File: src/common/rd_product_defines.svh
// Sizing constants for the read-data product path, included by the package, RTL and testbench
`ifndef RD_PRODUCT_DEFINES_SVH
`define RD_PRODUCT_DEFINES_SVH

// ----------------------------------------
// Beat geometry
// ----------------------------------------

// Lanes per 512-bit read beat
`define RDP_LANES 8

// One operand is half a lane
`define RDP_OPND_W 32
`define RDP_LANE_W 64

// Read id width as seen on the bus
`define RDP_ID_W 6

// ----------------------------------------
// Flow control
// ----------------------------------------

// Beat buffer entries, also the input credits held by the source after reset
`define RDP_FIFO_DEPTH 4

// Most output credits the sink may have outstanding
`define RDP_OUT_CREDITS 8

// Fixed signature word for status checks
`define RDP_STATUS_SIG 32'h5244_5031

`endif

File: src/common/rd_product_pkg.sv
// Shared types for the read-data product path, referenced by scoped name from RTL and testbench
`include "rd_product_defines.svh"

package rd_product_pkg;

   // ----------------------------------------
   // Lane word
   // ----------------------------------------

   // Operand pair, a in the upper half and b in the lower half
   typedef struct packed {
      logic [`RDP_OPND_W-1:0] a;
      logic [`RDP_OPND_W-1:0] b;
   } rd_pair_s;

   // Buffered as a raw word, decoded as an operand pair by the multiplier
   typedef union packed {
      logic [`RDP_LANE_W-1:0] raw;
      rd_pair_s               pair;
   } rd_lane_u;

   // Full 512-bit beat, lane 0 in the low bits
   typedef rd_lane_u [`RDP_LANES-1:0] rd_beat_t;

   // ----------------------------------------
   // Beat sideband and full beats
   // ----------------------------------------

   typedef struct packed {
      logic [`RDP_ID_W-1:0] id;
      logic [1:0]           resp;
      logic                 last;
   } rd_meta_t;

   typedef struct packed {
      rd_meta_t meta;
      rd_beat_t beat;
   } rd_in_s;

   // Eight 64-bit products
   typedef logic [`RDP_LANES-1:0][`RDP_LANE_W-1:0] rd_prod_t;

   typedef struct packed {
      rd_meta_t meta;
      rd_prod_t prod;
   } rd_out_s;

endpackage

File: src/source/beat_buffer.sv
// Circular FIFO for incoming read beats, sized to the input credits granted to the source
`timescale 1ns/1ps
`include "rd_product_defines.svh"

module beat_buffer
(
   input  logic                   clk,
   input  logic                   sync_rst_n,

   input  logic                   wr_en,
   input  rd_product_pkg::rd_in_s wr_data,

   input  logic                   pop,
   output rd_product_pkg::rd_in_s rd_data,
   output logic                   not_empty
);

   localparam int PTR_W = $clog2(`RDP_FIFO_DEPTH);
   localparam int CNT_W = $clog2(`RDP_FIFO_DEPTH + 1);

   // Storage, sideband apart from the raw lane words
   rd_product_pkg::rd_meta_t meta_mem [`RDP_FIFO_DEPTH];
   logic [`RDP_LANE_W-1:0]   lane_mem [`RDP_FIFO_DEPTH][`RDP_LANES];

   logic [PTR_W-1:0] wr_ptr;
   logic [PTR_W-1:0] rd_ptr;
   logic [CNT_W-1:0] count;

   function automatic logic [PTR_W-1:0] ptr_inc(input logic [PTR_W-1:0] ptr);
      if (ptr == PTR_W'(`RDP_FIFO_DEPTH - 1))
      begin
         return '0;
      end
      return ptr + 1'b1;
   endfunction

   // ----------------------------------------
   // Storage
   // ----------------------------------------

   always_ff @(posedge clk)
   begin
      if (wr_en)
      begin
         meta_mem[wr_ptr] <= wr_data.meta;
         for (int l = 0; l < `RDP_LANES; l++)
         begin
            lane_mem[wr_ptr][l] <= wr_data.beat[l].raw;
         end
      end
   end

   // Head entry is visible without a read cycle
   always_comb
   begin
      rd_data.meta = meta_mem[rd_ptr];
      for (int l = 0; l < `RDP_LANES; l++)
      begin
         rd_data.beat[l].raw = lane_mem[rd_ptr][l];
      end
   end

   // ----------------------------------------
   // Pointers and occupancy
   // ----------------------------------------

   always_ff @(posedge clk or negedge sync_rst_n)
   begin
      if (!sync_rst_n)
      begin
         wr_ptr <= '0;
         rd_ptr <= '0;
         count  <= '0;
      end
      else
      begin
         if (wr_en)
         begin
            wr_ptr <= ptr_inc(wr_ptr);
         end
         if (pop)
         begin
            rd_ptr <= ptr_inc(rd_ptr);
         end
         case ({wr_en, pop})
            2'b10:   count <= count + 1'b1;
            2'b01:   count <= count - 1'b1;
            default: count <= count;
         endcase
      end
   end

   // Follows the registered count, so a write shows one cycle later
   assign not_empty = (count != '0);

endmodule

File: config.mk
export PLATFORM = sky130hd
export DESIGN_NAME = beat_buffer
export DESIGN_NICKNAME = d
export VERILOG_FILES = /design/src/common/rd_product_pkg.sv /design/src/source/beat_buffer.sv
export VERILOG_INCLUDE_DIRS = /design/src /design/src/common
export SDC_FILE = /design/constraint.sdc
export NUM_CORES = 1
export LEC_CHECK = 0
export BUFFER_PORTS_ARGS = -buffer_cell sky130_fd_sc_hd__buf_4
export CAP_MARGIN = 20
export CORE_AREA = 2 2 404 406
export CTS_BUF_LIST = sky130_fd_sc_hd__clkbuf_16
export DETAILED_ROUTE_END_ITERATION = 8
export DIE_AREA = 0 0 406 408
export HOLD_SLACK_MARGIN = 0.08
export PLACE_DENSITY = 0.65
export SETUP_SLACK_MARGIN = 0.5
export SLEW_MARGIN = 0
export SYNTH_ARGS = -nofsm -noshare
export SYNTH_HDL_FRONTEND = slang
export SYNTH_SLANG_ARGS = --single-unit
File: constraint.sdc
create_clock -name clk -period 38.4 [get_ports clk]
set_input_delay 7.68 -clock clk [delete_from_list [all_inputs] [get_ports clk]]
set_output_delay 7.68 -clock clk [all_outputs]
set_load 0.05 [all_outputs]
==> run summary <==
The floorplan step set the die width to 406 um. Dividing the detail-routed wire length by the instance count gives 27.4 um. Type of the tightest min-delay check: reg2reg. Counting every net in the synthesized netlist gives 3,287.

Once the floorplan was initialized, standard cells occupied 46.8% of the core. The run gives 83.0% as the fraction of the yosys area taken by sequential cells. Number of antenna violations at the first check in global routing: 39. The run finished with clean final reports. Setup repair after global routing left no endpoint under its margin. The vias per cell was 5.42; the worst setup skew after layout was 0.0416 ns. TritonCTS created 204 clock buffers. The tools report the data required time of the critical path as 30.72 ns. The run gives 0 as the setup violation total in the final timing report. The run gives 111,000 um as the HPWL after detailed placement. The depth of the worst register-to-register path works out to 6.

The net count of the finished layout is 4,469. The fraction of registers with async set or reset after synthesis works out to 0.335%. Ranked by total cell area, the synthesized netlist is headed by sky130_fd_sc_hd__edfxtp_1, sky130_fd_sc_hd__mux4_2, sky130_fd_sc_hd__buf_6.

The overall global routing resource usage is 20.6%. During synthesis, Yosys emitted a total of 0 warnings. For the latest clock arrival within the worst-skew pair, the log shows 0.84 ns. After synthesis the netlist holds a flip-flop and latch count of 2,091. The count of input and output buffers was 1,046; the mapped cell area was 75,600 sq um.

Post-CTS repair changed the size of 0 cells. The H-tree was split into 4 levels. The first global-routing pass estimated 245,000 um of wire. Headroom to the max-slew limit: 25.1%. Counting along the longest clock path gives a buffer depth of 3. The die is 408 um tall. In this run the biggest area consumer among cell types represents 82.8% of the synthesized area. The worst-margin pin slew works out to 1.12 ns. Summed over all cells, the static leakage comes to 31.2 nW. The tools report the clock root buffer as sky130_fd_sc_hd__clkbuf_16.

The largest area contributor in the synthesized netlist was sky130_fd_sc_hd__edfxtp_1. Hold timing on the final database bottoms out at a slack of 0.459 ns. The final critical-path required period came out at 13.99 ns. The most critical setup path has its endpoint at rd_data[147]. The startpoint identified for the worst register-to-register timing path is wr_ptr[0]. For the final routed database, the setup TNS stands at 0 ns. Timing would allow up to 71.5 MHz. Count of nets left with antenna violations after detail routing: 0. The commonest cells after synthesis are sky130_fd_sc_hd__edfxtp_1, sky130_fd_sc_hd__mux4_2, sky130_fd_sc_hd__buf_2. For the total die area, the log shows 166,000 sq um. For the number of hold buffers added after cts, the log shows 0. Clock-pin slew was measured on the worst setup and hold paths at 0.06 ns. The final wirelength is 173,000 um, and the count of distinct cell types in the synthesized netlist is 17.

Counting every sink on the clock net gives 2,091. Maximum vdd ir drop: 0.0640 mV. The signed area change from the synthesized netlist to the final layout was 22.0%; the number of violations reported at the end of detailed-routing iteration 0 was 2,890. Of the available clock period, the critical path in the final layout requires 36.4%. The worst register-to-register path has a setup slack of 33.53 ns. In this run the standard cell core region covers 162,000 sq um. The type of element capturing the critical path is an output port. The number of global-route vias before repair is 35,200, and the final weighted congestion of routability-driven global placement is 0.806.

The number of setup buffers added after CTS is 0. The worst setup path is launched from a flop. In this run the cell area measured after placement is 85,700 sq um.

The run gives 0 as the final count of hold timing violations. Data arrives at the worst endpoint at 6.31 ns. The max-slew violation count is 0, and the total grt overflow is 0.

The max-cap violation count is 0, and the final non-filler cell area is 92,200 sq um. After synthesis, the mean cell area works out to 27.4 sq um. For this run, design rule violations remaining after detail routing come to 0. The power per cell area works out to 88.8 nW/um^2.

In the synthesized netlist the dominant register cell turns out to be sky130_fd_sc_hd__edfxtp_1. Before antenna repair, the detailed router went through 4 iterations. TritonCTS built the clock tree.

Capture point of the worst reg-to-reg path: lane_mem[3][116]. Of all nets on the critical path, the largest fanout is 46. The post-synthesis instance total was 2,755. Pin placement for this block handled 1,047 I/O pins. Fraction of final layout cells with drive strength greater than 1: 46.0%. After floorplanning, the core was divided into 148 placement rows. The tools report the pin count of the biggest net entering global routing as 152. Launching instance or port of the critical path: rd_ptr[0]. The critical path is of the reg2out type. sky130_fd_sc_hd__edfxtp_1 is the most common cell in the netlist.

The number of enable flip-flop cells after synthesis works out to 2,084. The final route contains 34,200 vias.
-- registers in the layout (all words and copies together), names as in the netlist --
name / cells
rd_ptr: 2
lane_mem: 2048
count: 3
meta_mem: 36
wr_ptr: 2
-- through the flow --
step	setup slack (ns)	utilization (%)	instances	total power, mW
floorplan	18.08	-	2755	5.61
global placement	24.94	53.0	5905	6.37
detailed placement	24.94	53.0	5905	6.38
CTS	23.98	57.0	6275	8.29
global route	23.65	57.1	6295	8.48
finish	24.41	57.1	6300	8.19
-- cell usage in the layout (no fill, tap or decap), drive strengths merged --
cell / n
clkinvlp: 4
mux2: 3
nor2: 2
fa: 1
bufinv: 14
xnor2: 2
clkbuf: 211
clkinv: 82
dfrtp: 7
xor2: 1
inv: 62
buf: 1092
mux4: 521
edfxtp: 2084
ha: 6
o21ai: 2
and2: 4
diode: 24
nand2: 1
or3: 2
-- per-layer routing --
| layer | vias to the layer above | part of all wire (%) | GRT usage (%) |
|---|---|---|---|
| met2 | 1198 | 50 | 33.7 |
| met1 | 18200 | 37 | 25.2 |
| li1 | 14500 | - | - |
| met4 | 30 | 2.8 | 6.88 |
| met5 | - | 0.12 | 0 |
| met3 | 274 | 10 | 8.06 |
-- worst min path at each step --
stage	from	endpoint	slack [ns]	cells after the start
2_1_floorplan	count[2]	count[2]	0.43	1
3_3_place_gp	count[2]	count[2]	0.45	1
3_5_place_dp	count[2]	count[2]	0.45	1
4_1_cts	count[2]	count[2]	0.47	1
5_1_grt	count[2]	count[2]	0.47	1
6_report	count[2]	count[2]	0.46	1
-- power breakdown --
group,switching [mW],internal [mW]
clock network,0.819,1.08
registers,0.0844,2.92
logic,2.23,1.05
total,3.13,5.06
-- critical path, cell delays in order, from the launching register on --
cell                      delay (ns)
sky130_fd_sc_hd__dfrtp_4        0.82
sky130_fd_sc_hd__buf_4          0.73
sky130_fd_sc_hd__buf_4          0.81
sky130_fd_sc_hd__buf_4          0.68
sky130_fd_sc_hd__buf_4          0.62
sky130_fd_sc_hd__buf_4          0.82
sky130_fd_sc_hd__mux4_2         0.61
sky130_fd_sc_hd__buf_4          0.21
-- final cells by class --
type / instances / area (sq um)
flip-flops and latches: 2091 / 62800
multi-input cells: 545 / 12000
clock inverters: 159 / 1150
well taps: 2175 / 2720
diodes: 24 / 60.1
clock buffers: 211 / 5280
repair buffers: 1092 / 8310
inverters: 3 / 11.3
fillers: 11700 / 69400
-- kinds of logic after synthesis --
| kind of cell | after synthesis | synth area share, % |
|---|---|---|
| buf+inv | 119 | 1.21 |
| compound gates | 2 | 0.0132 |
| fa+ha+maj | 7 | 0.126 |
| flops | 2091 | 83.0 |
| simple gates | 9 | 0.0645 |
| xor+xnor | 3 | 0.0348 |
| mux | 524 | 15.6 |
(Power assumes the default switching activity.)
