--- src/common/rd_product_defines.svh ---
// Sizing constants for the read-data product path, included by the package, RTL and testbench
`ifndef RD_PRODUCT_DEFINES_SVH
`define RD_PRODUCT_DEFINES_SVH

// ----------------------------------------
// Beat geometry
// ----------------------------------------

// Lanes per 512-bit read beat
`define RDP_LANES 8

// One operand is half a lane
`define RDP_OPND_W 32
`define RDP_LANE_W 64

// Read id width as seen on the bus
`define RDP_ID_W 6

// ----------------------------------------
// Flow control
// ----------------------------------------

// Beat buffer entries, also the input credits held by the source after reset
`define RDP_FIFO_DEPTH 4

// Most output credits the sink may have outstanding
`define RDP_OUT_CREDITS 8

// Fixed signature word for status checks
`define RDP_STATUS_SIG 32'h5244_5031

`endif

--- src/source/rd_flow_ctrl.sv ---
// Credit-based flow control for the product path: pop decision, valid shift and FLR response
`timescale 1ns/1ps
`include "rd_product_defines.svh"

module rd_flow_ctrl
(
   input  logic       clk,
   input  logic       sync_rst_n,

   // Buffer status and sink credits
   input  logic       not_empty,
   input  logic       out_credit,

   output logic       pop,
   output logic       in_credit,
   output logic [1:0] stage_vld,

   input  logic       flr_assert,
   output logic       flr_done
);

   localparam int CRED_W = $clog2(`RDP_OUT_CREDITS + 1);

   logic [CRED_W-1:0] credit_cnt;
   logic              credit_avail;
   logic              flr_assert_q;

   // ----------------------------------------
   // Output credits and pop
   // ----------------------------------------

   assign credit_avail = (credit_cnt != '0);

   // A credit is reserved at pop, so the pipeline never has to stall
   assign pop = not_empty && credit_avail;

   always_ff @(posedge clk or negedge sync_rst_n)
   begin
      if (!sync_rst_n)
      begin
         credit_cnt <= '0;
      end
      else
      begin
         case ({out_credit, pop})
            2'b10:   credit_cnt <= credit_cnt + 1'b1;
            2'b01:   credit_cnt <= credit_cnt - 1'b1;
            // Grant and spend in one cycle cancel out
            default: credit_cnt <= credit_cnt;
         endcase
      end
   end

   // ----------------------------------------
   // Pipeline valid shift
   // ----------------------------------------

   // Bit 0 marks stage 1 contents, bit 1 marks the product on the output
   always_ff @(posedge clk or negedge sync_rst_n)
   begin
      if (!sync_rst_n)
      begin
         stage_vld <= 2'b00;
      end
      else
      begin
         stage_vld <= {stage_vld[0], pop};
      end
   end

   // ----------------------------------------
   // Input credit return
   // ----------------------------------------

   // Each pop frees one buffer entry, returned to the source next cycle
   always_ff @(posedge clk or negedge sync_rst_n)
   begin
      if (!sync_rst_n)
      begin
         in_credit <= 1'b0;
      end
      else
      begin
         in_credit <= pop;
      end
   end

   // ----------------------------------------
   // Function-level reset response
   // ----------------------------------------

   // Done toggles while the request stays high
   always_ff @(posedge clk or negedge sync_rst_n)
   begin
      if (!sync_rst_n)
      begin
         flr_assert_q <= 1'b0;
         flr_done     <= 1'b0;
      end
      else
      begin
         flr_assert_q <= flr_assert;
         flr_done     <= flr_assert_q && !flr_done;
      end
   end

endmodule

--- config.mk ---
export PLATFORM = sky130hd
export DESIGN_NAME = rd_flow_ctrl
export DESIGN_NICKNAME = d
export VERILOG_FILES = /design/src/source/rd_flow_ctrl.sv
export VERILOG_INCLUDE_DIRS = /design/src /design/src/common
export SDC_FILE = /design/constraint.sdc
export NUM_CORES = 1
export LEC_CHECK = 0
export ABC_AREA = 1
export ABC_CLOCK_PERIOD_IN_PS = 1800
export BUFFER_PORTS_ARGS = -buffer_cell sky130_fd_sc_hd__buf_2
export CAP_MARGIN = 10
export CORE_AREA = 2 2 39 41
export DETAILED_ROUTE_END_ITERATION = 16
export DIE_AREA = 0 0 41 43
export PLACE_DENSITY = 0.53
export SLEW_MARGIN = 30
export SYNTH_ARGS = -nofsm -noshare
export SYNTH_HDL_FRONTEND = slang
export SYNTH_SLANG_ARGS = --single-unit
--- constraint.sdc ---
create_clock -name clk -period 1.8 [get_ports clk]
set_input_delay 0.27 -clock clk [delete_from_list [all_inputs] [get_ports clk]]
set_output_delay 0.27 -clock clk [all_outputs]
set_load 0.05 [all_outputs]
==> results of run 1 <==
critical path: stages (launching register included):
cell and delay [ns]:
dfrtp_1 0.41, nor3_4 0.22, a21boi_4 0.09, ha_4 0.17, nand2_1 0.06, inv_1 0.05
nor2_2 0.10, ha_1 0.15, a21oi_1 0.05, or2_1 0.23, a31oi_1 0.13
cells by family (layout without fill, tap and decap cells):
logic type	count (synthesis)	count (layout)	synth area share, %
buf+inv	9	24	9.32
flops	8	8	49.7
compound gates	5	5	7.14
xor+xnor	2	2	4.35
fa+ha+maj	3	3	9.32
simple gates	19	19	20.2
cell usage in the layout (no fill, tap or decap):
cell type      instances
a21boi_4               1
a21oi_1                1
a31oi_1                1
buf_2                  9
buf_4                  3
clkbuf_4               3
dfrtp_1                8
dlygate4sd3_1          1
ha_1                   2
ha_4                   1
inv_1                  7
inv_2                  1
nand2_1               10
nand3_1                3
nor2_1                 3
nor2_2                 1
nor3_4                 1
o21ai_0                2
or2_1                  1
xnor2_1                1
xnor2_2                1
per-layer routing:
metal	up-vias	track usage (%)	share of wire, %
met2	5	17.2	58
li1	175	-	-
met3	0	4.71	2.2
met5	-	0	0
met4	0	4.00	0
met1	150	13.9	40
power by group through the flow:
stage               sequential (mW)  clock (mW)  combinational, mW
floorplan                     0.332           0              0.262
global placement              0.288           0              0.410
detailed placement            0.289           0              0.418
CTS                           0.287       0.139              0.421
global route                  0.314       0.149              0.496
finish                        0.301       0.131              0.435
cell type report:
cell class / count / area (sq um)
Sequential cell: 8 / 200
Fill cell: 146 / 826
Tap cell: 16 / 20.0
Timing Repair Buffer: 13 / 77.6
Multi-Input combinational cell: 29 / 208
Inverter: 8 / 30.0
Clock buffer: 3 / 22.5
sequential cells by signal, indices dropped and copies added, names as in the netlist:
| register | count |
|---|---|
| credit_cnt | 4 |
| stage_vld | 2 |
| flr_assert_q | 1 |
| flr_done | 1 |
worst paths after layout:
path,end,slack [ns]
hold reg to reg,stage_vld[1]$_DFF_PN0_,0.38
setup / recovery,credit_cnt[2]$_DFFE_PN0P_,0.08
min in group asynchronous,stage_vld[0]$_DFF_PN0_,0.39
setup reg to reg,credit_cnt[2]$_DFFE_PN0P_,0.08
max in group asynchronous,credit_cnt[0]$_DFFE_PN0P_,1.24
hold / removal,flr_assert_q$_DFF_PN0_,0.13
stage by stage:
step           worst slack, ns  power [mW]  utilization (%)  cells
5_1_grt                 -0.101       0.959             40.3     77
3_5_place_dp            0.0147       0.708             37.0     73
4_1_cts                0.00914       0.847             39.3     77
3_3_place_gp            0.0742       0.698             37.0     73
6_report                0.0771       0.867             40.3     77
2_1_floorplan          -0.0242       0.594                -     46
timing repair:
item | 4_1_cts | 5_1_grt
endpoints found under the setup margin | 0 | 2
gates resized for setup | 0 | 2
endpoints found under the hold margin | 8 | 0
hold buffers | 1 | 0
==> flow_summary.ini, run 1 <==
[floorplan]
dieWidth_um = 41
start_util_pct = 29.1
core-area_sq_mm = 0.00138
die_h_um = 43
boundaryPins = 10
dieArea_sq_mm = 0.00176
rows = 14

[timing]
final_max_slew_viol_count = 0
fin_crit_sh_pct = 95.7
finalHoldViolCount = 0
fin_setup_tns_ns = 0
setup_viol = 0
tightest_slew_ns = 0.231
slew_headroom_pct = 84.5
max_clock_freq_mhz = 580
period_needed_ns = 1.72
rsz0062_at_grt = yes
hold_ws_ns = 0.130
fin_skew_ns = 0.00495

[logic_synthesis]
synth-seq-area-share_pct = 49.7
synth_most_common_cell = nand2_1
synth_nets = 54
synth_top_area_cell = dfrtp_1
avgSynthCellArea_sq_um = 8.76
yosysWarnings = 0
netlist_area_sq_um = 403
synth_cell_types = 16
synth_edf_count = 0
async_flop_share_pct = 100
yosysTopAreaCellShare_pct = 49.7
synth_area_leaders = dfrtp_1 50%, ha_1 9.3%, nand2_1 9.3%, inv_1 6.5%, xnor2_1 4.3%
synth-seq-cells = 8
netlist_top_cells_count = 10 x nand2_1, 8 x dfrtp_1, 7 x inv_1
synth_flop_cell = dfrtp_1
syn_inst = 46

[place]
place_area_sq_um = 512
place.gp.congestion = 0.705
hpwl_um = 615
io_buffers = 9

[global_routing]
grt_pass1_wl_mm = 1.35
grt-ovfl-total = 0
grt_max_degree = 9
grt_pass1_vias = 336
grtUsageTotal_pct = 11.3
antenna_found_initial = 0

[clock_tree]
cts_tree = done
cts_buffers = 3
cts.sinks = 8
post_cts_buffers = 0
clk_latency_ns = 0.25
clock-root-buffer = clkbuf_4
cts_max_path_buffers = 2
clkTransAtPathRegs_ns = 0.05
htreeDepth = 1

[pwr]
power_switching_uw = 371
share_comb_of_total_power_pct = 50.1
p_sw_share_pct = 42.8
pwr-share-seq_pct = 34.7
peakVddDrop_uv = 779
p_leak_nw = 0.300
internal-power_uw = 496
clkPwrFrac_pct = 15.1
p_per_area_mw_per_mm2 = 1550

[drt]
viasPerCell = 4.29
routed_wirelength_um = 741
drt_iter0_markers = 7
drcViolationCount = 0
drtAntennaViolNets = 0
first_pass_iters = 2
avgRoutedWirePerCell_um = 9.62
dr_total_vias = 330

[layout]
antenna_cells = 0
synthToLayoutAreaGrowth_pct = 38.5
drive_above_1_share_pct = 34.4
design_area_sq_um = 558
final_nets = 71

[setup_path]
worstPathMaxFanout = 4
r2r-start = credit_cnt[2]$_DFFE_PN0P_
reg2regPathDepth = 10
crit_required_ns = 1.97
critical_path_class = reg -> reg
worstSetupStartpoint = credit_cnt[2]$_DFFE_PN0P_
cp-start-kind = flip-flop
worstSetupEndpointType = flip-flop
crit_arrival_ns = 1.89

[hold_path]
whs_path_depth = 1
hold_path_class = in -> reg
worstHoldStart = flr_assert

[job]
drv_cap = 0

[status]
status = complete, no violations
Note: power is estimated with default switching activity, not from simulation.
==> run 2, diff against run 1 <==
--- a/config.mk
+++ b/config.mk
@@ -13,7 +13,7 @@
 export CORE_AREA = 2 2 39 41
 export DETAILED_ROUTE_END_ITERATION = 16
 export DIE_AREA = 0 0 41 43
-export PLACE_DENSITY = 0.53
+export PLACE_DENSITY = 0.63
 export SLEW_MARGIN = 30
 export SYNTH_ARGS = -nofsm -noshare
 export SYNTH_HDL_FRONTEND = slang
==> flow_summary.ini, run 2 (same netlist as run 1, synthesis figures left out) <==
[status]
status = complete, no violations

[job]
drv_cap = 0

[layout]
finalNonFillerCells = 78
antenna_cells = 0
regMostFlops = credit_cnt
final_cell_mix = 10 x nand2_1, 9 x buf_2, 8 x dfrtp_1
drive_above_1_share_pct = 33.9
synthToLayoutAreaGrowth_pct = 38.5
design_area_sq_um = 558
largest_register_ffs = 4
final_nets = 72
mostFrequentLayoutCell = nand2_1
fillers = 145
top_regs = credit_cnt: 4 flops, stage_vld: 2 flops

[place]
place_ws_ns = 0.0596
io_buffers = 9
place_area_sq_um = 504
place.gp.congestion = 0.796
hpwl_um = 560
dp_cells = 72

[floorplan]
dieWidth_um = 41
rows = 14
dieArea_sq_mm = 0.00176
die_h_um = 43
core-area_sq_mm = 0.00138
boundaryPins = 10
start_util_pct = 29.1

[clock_tree]
clock-root-buffer = clkbuf_4
clk_latency_ns = 0.25
cts_tree = done
cts.sinks = 8
clkTransAtPathRegs_ns = 0.05
cts_buffers = 3
htreeDepth = 1
cts_max_path_buffers = 2

[drt]
drcViolationCount = 0
routed_wirelength_um = 737
viasPerCell = 4.44
drtAntennaViolNets = 0
dr_total_vias = 346
first_pass_iters = 2
drt_iter0_markers = 3
avgRoutedWirePerCell_um = 9.45

[timing]
max_clock_freq_mhz = 582
slew_headroom_pct = 83.9
setup_ws_ns = 0.0831
tightest_slew_ns = 0.239
rsz0062_at_grt = yes
fin_skew_ns = 0.00424
final_max_slew_viol_count = 0
finalHoldViolCount = 0
period_needed_ns = 1.72
fin_crit_sh_pct = 95.4
setup_viol = 0

[setup_path]
reg2regPathDepth = 10
crit_arrival_ns = 1.89
critical_path_class = reg -> reg
worstSetupEndpointType = flip-flop
cp-start-kind = flip-flop
worstPathMaxFanout = 4
crit_required_ns = 1.97

[pwr]
peakVddDrop_uv = 693
p_leak_nw = 0.300
p_per_area_mw_per_mm2 = 1560
finalPower_uw = 870

[hold_path]
whs_path_depth = 1
hold_path_class = in -> reg

[global_routing]
grt_pass1_vias = 325
grt-ovfl-total = 0
antenna_found_initial = 0
grt_pass1_wl_mm = 1.17
grtUsageTotal_pct = 10.4
grt_max_degree = 9
==> run 2: cell count changes in the layout (fill, tap and decap cells not counted) <==
cell | before | now
xnor2_1 | 1 | 2
xnor2_2 | 1 | 0
buf_4 | 3 | 4
==> run 2: repair_timing <==
| action | in CTS | in global routing |
|---|---|---|
| setup endpoints to repair | 0 | 1 |
| hold buffers | 1 | 0 |
| buffers inserted | 0 | 2 |
| endpoints found under the hold margin | 8 | 0 |
| gates resized for setup | 0 | 1 |
==> run 2: final timing paths <==
kind | slack (ns) | endpoint | start
hold reg to reg | 0.38 | stage_vld[1]$_DFF_PN0_ | stage_vld[0]$_DFF_PN0_
setup / recovery | 0.08 | credit_cnt[2]$_DFFE_PN0P_ | credit_cnt[2]$_DFFE_PN0P_
min in group asynchronous | 0.39 | stage_vld[0]$_DFF_PN0_ | sync_rst_n
max in group asynchronous | 1.24 | credit_cnt[3]$_DFFE_PN0P_ | sync_rst_n
setup reg to reg | 0.08 | credit_cnt[2]$_DFFE_PN0P_ | credit_cnt[2]$_DFFE_PN0P_
hold / removal | 0.13 | flr_assert_q$_DFF_PN0_ | flr_assert
==> run 2: final cells by class <==
class	instances	area [sq um]	share of cell area, %
Clock buffer	3	22.5	4.04
Inverter	8	30.0	5.38
Multi-Input combinational cell	29	200	35.9
Sequential cell	8	200	35.9
Tap cell	16	20.0	3.59
Timing Repair Buffer	14	85.1	15.2
==> run 2: per-stage QoR <==
stage	TNS, ns	utilization, %	hold slack [ns]
6_report	0	40.3	0.128
5_1_grt	-0.0501	40.3	0.105
4_1_cts	0	38.8	0.116
3_5_place_dp	0	36.4	0.120
3_3_place_gp	0	36.4	0.119
2_1_floorplan	-0.0242	-	-0.0256
==> run 2: power by group <==
part / switching (mW) / internal (mW) / total (mW)
Combinational: 0.254 / 0.183 / 0.437
Sequential: 0.0626 / 0.239 / 0.302
Clock: 0.0554 / 0.0759 / 0.131
Total: 0.372 / 0.498 / 0.870
==> run 2: critical path: stages, from the launching register on <==
cell	delay [ns]
dfrtp_1	0.42
nor3_4	0.22
a21boi_4	0.10
ha_4	0.17
nand2_1	0.06
inv_1	0.05
nor2_2	0.09
ha_1	0.15
a21oi_1	0.04
or2_1	0.22
a31oi_1	0.12
==> run 2: layer usage <==
layer  track usage (%)  up-vias  wire [um]
li1                  -      176          -
met1              10.5      165        290
met2              15.6        5        416
met3              7.85        0         31
met4              4.00        0          0
met5                 0        -          0
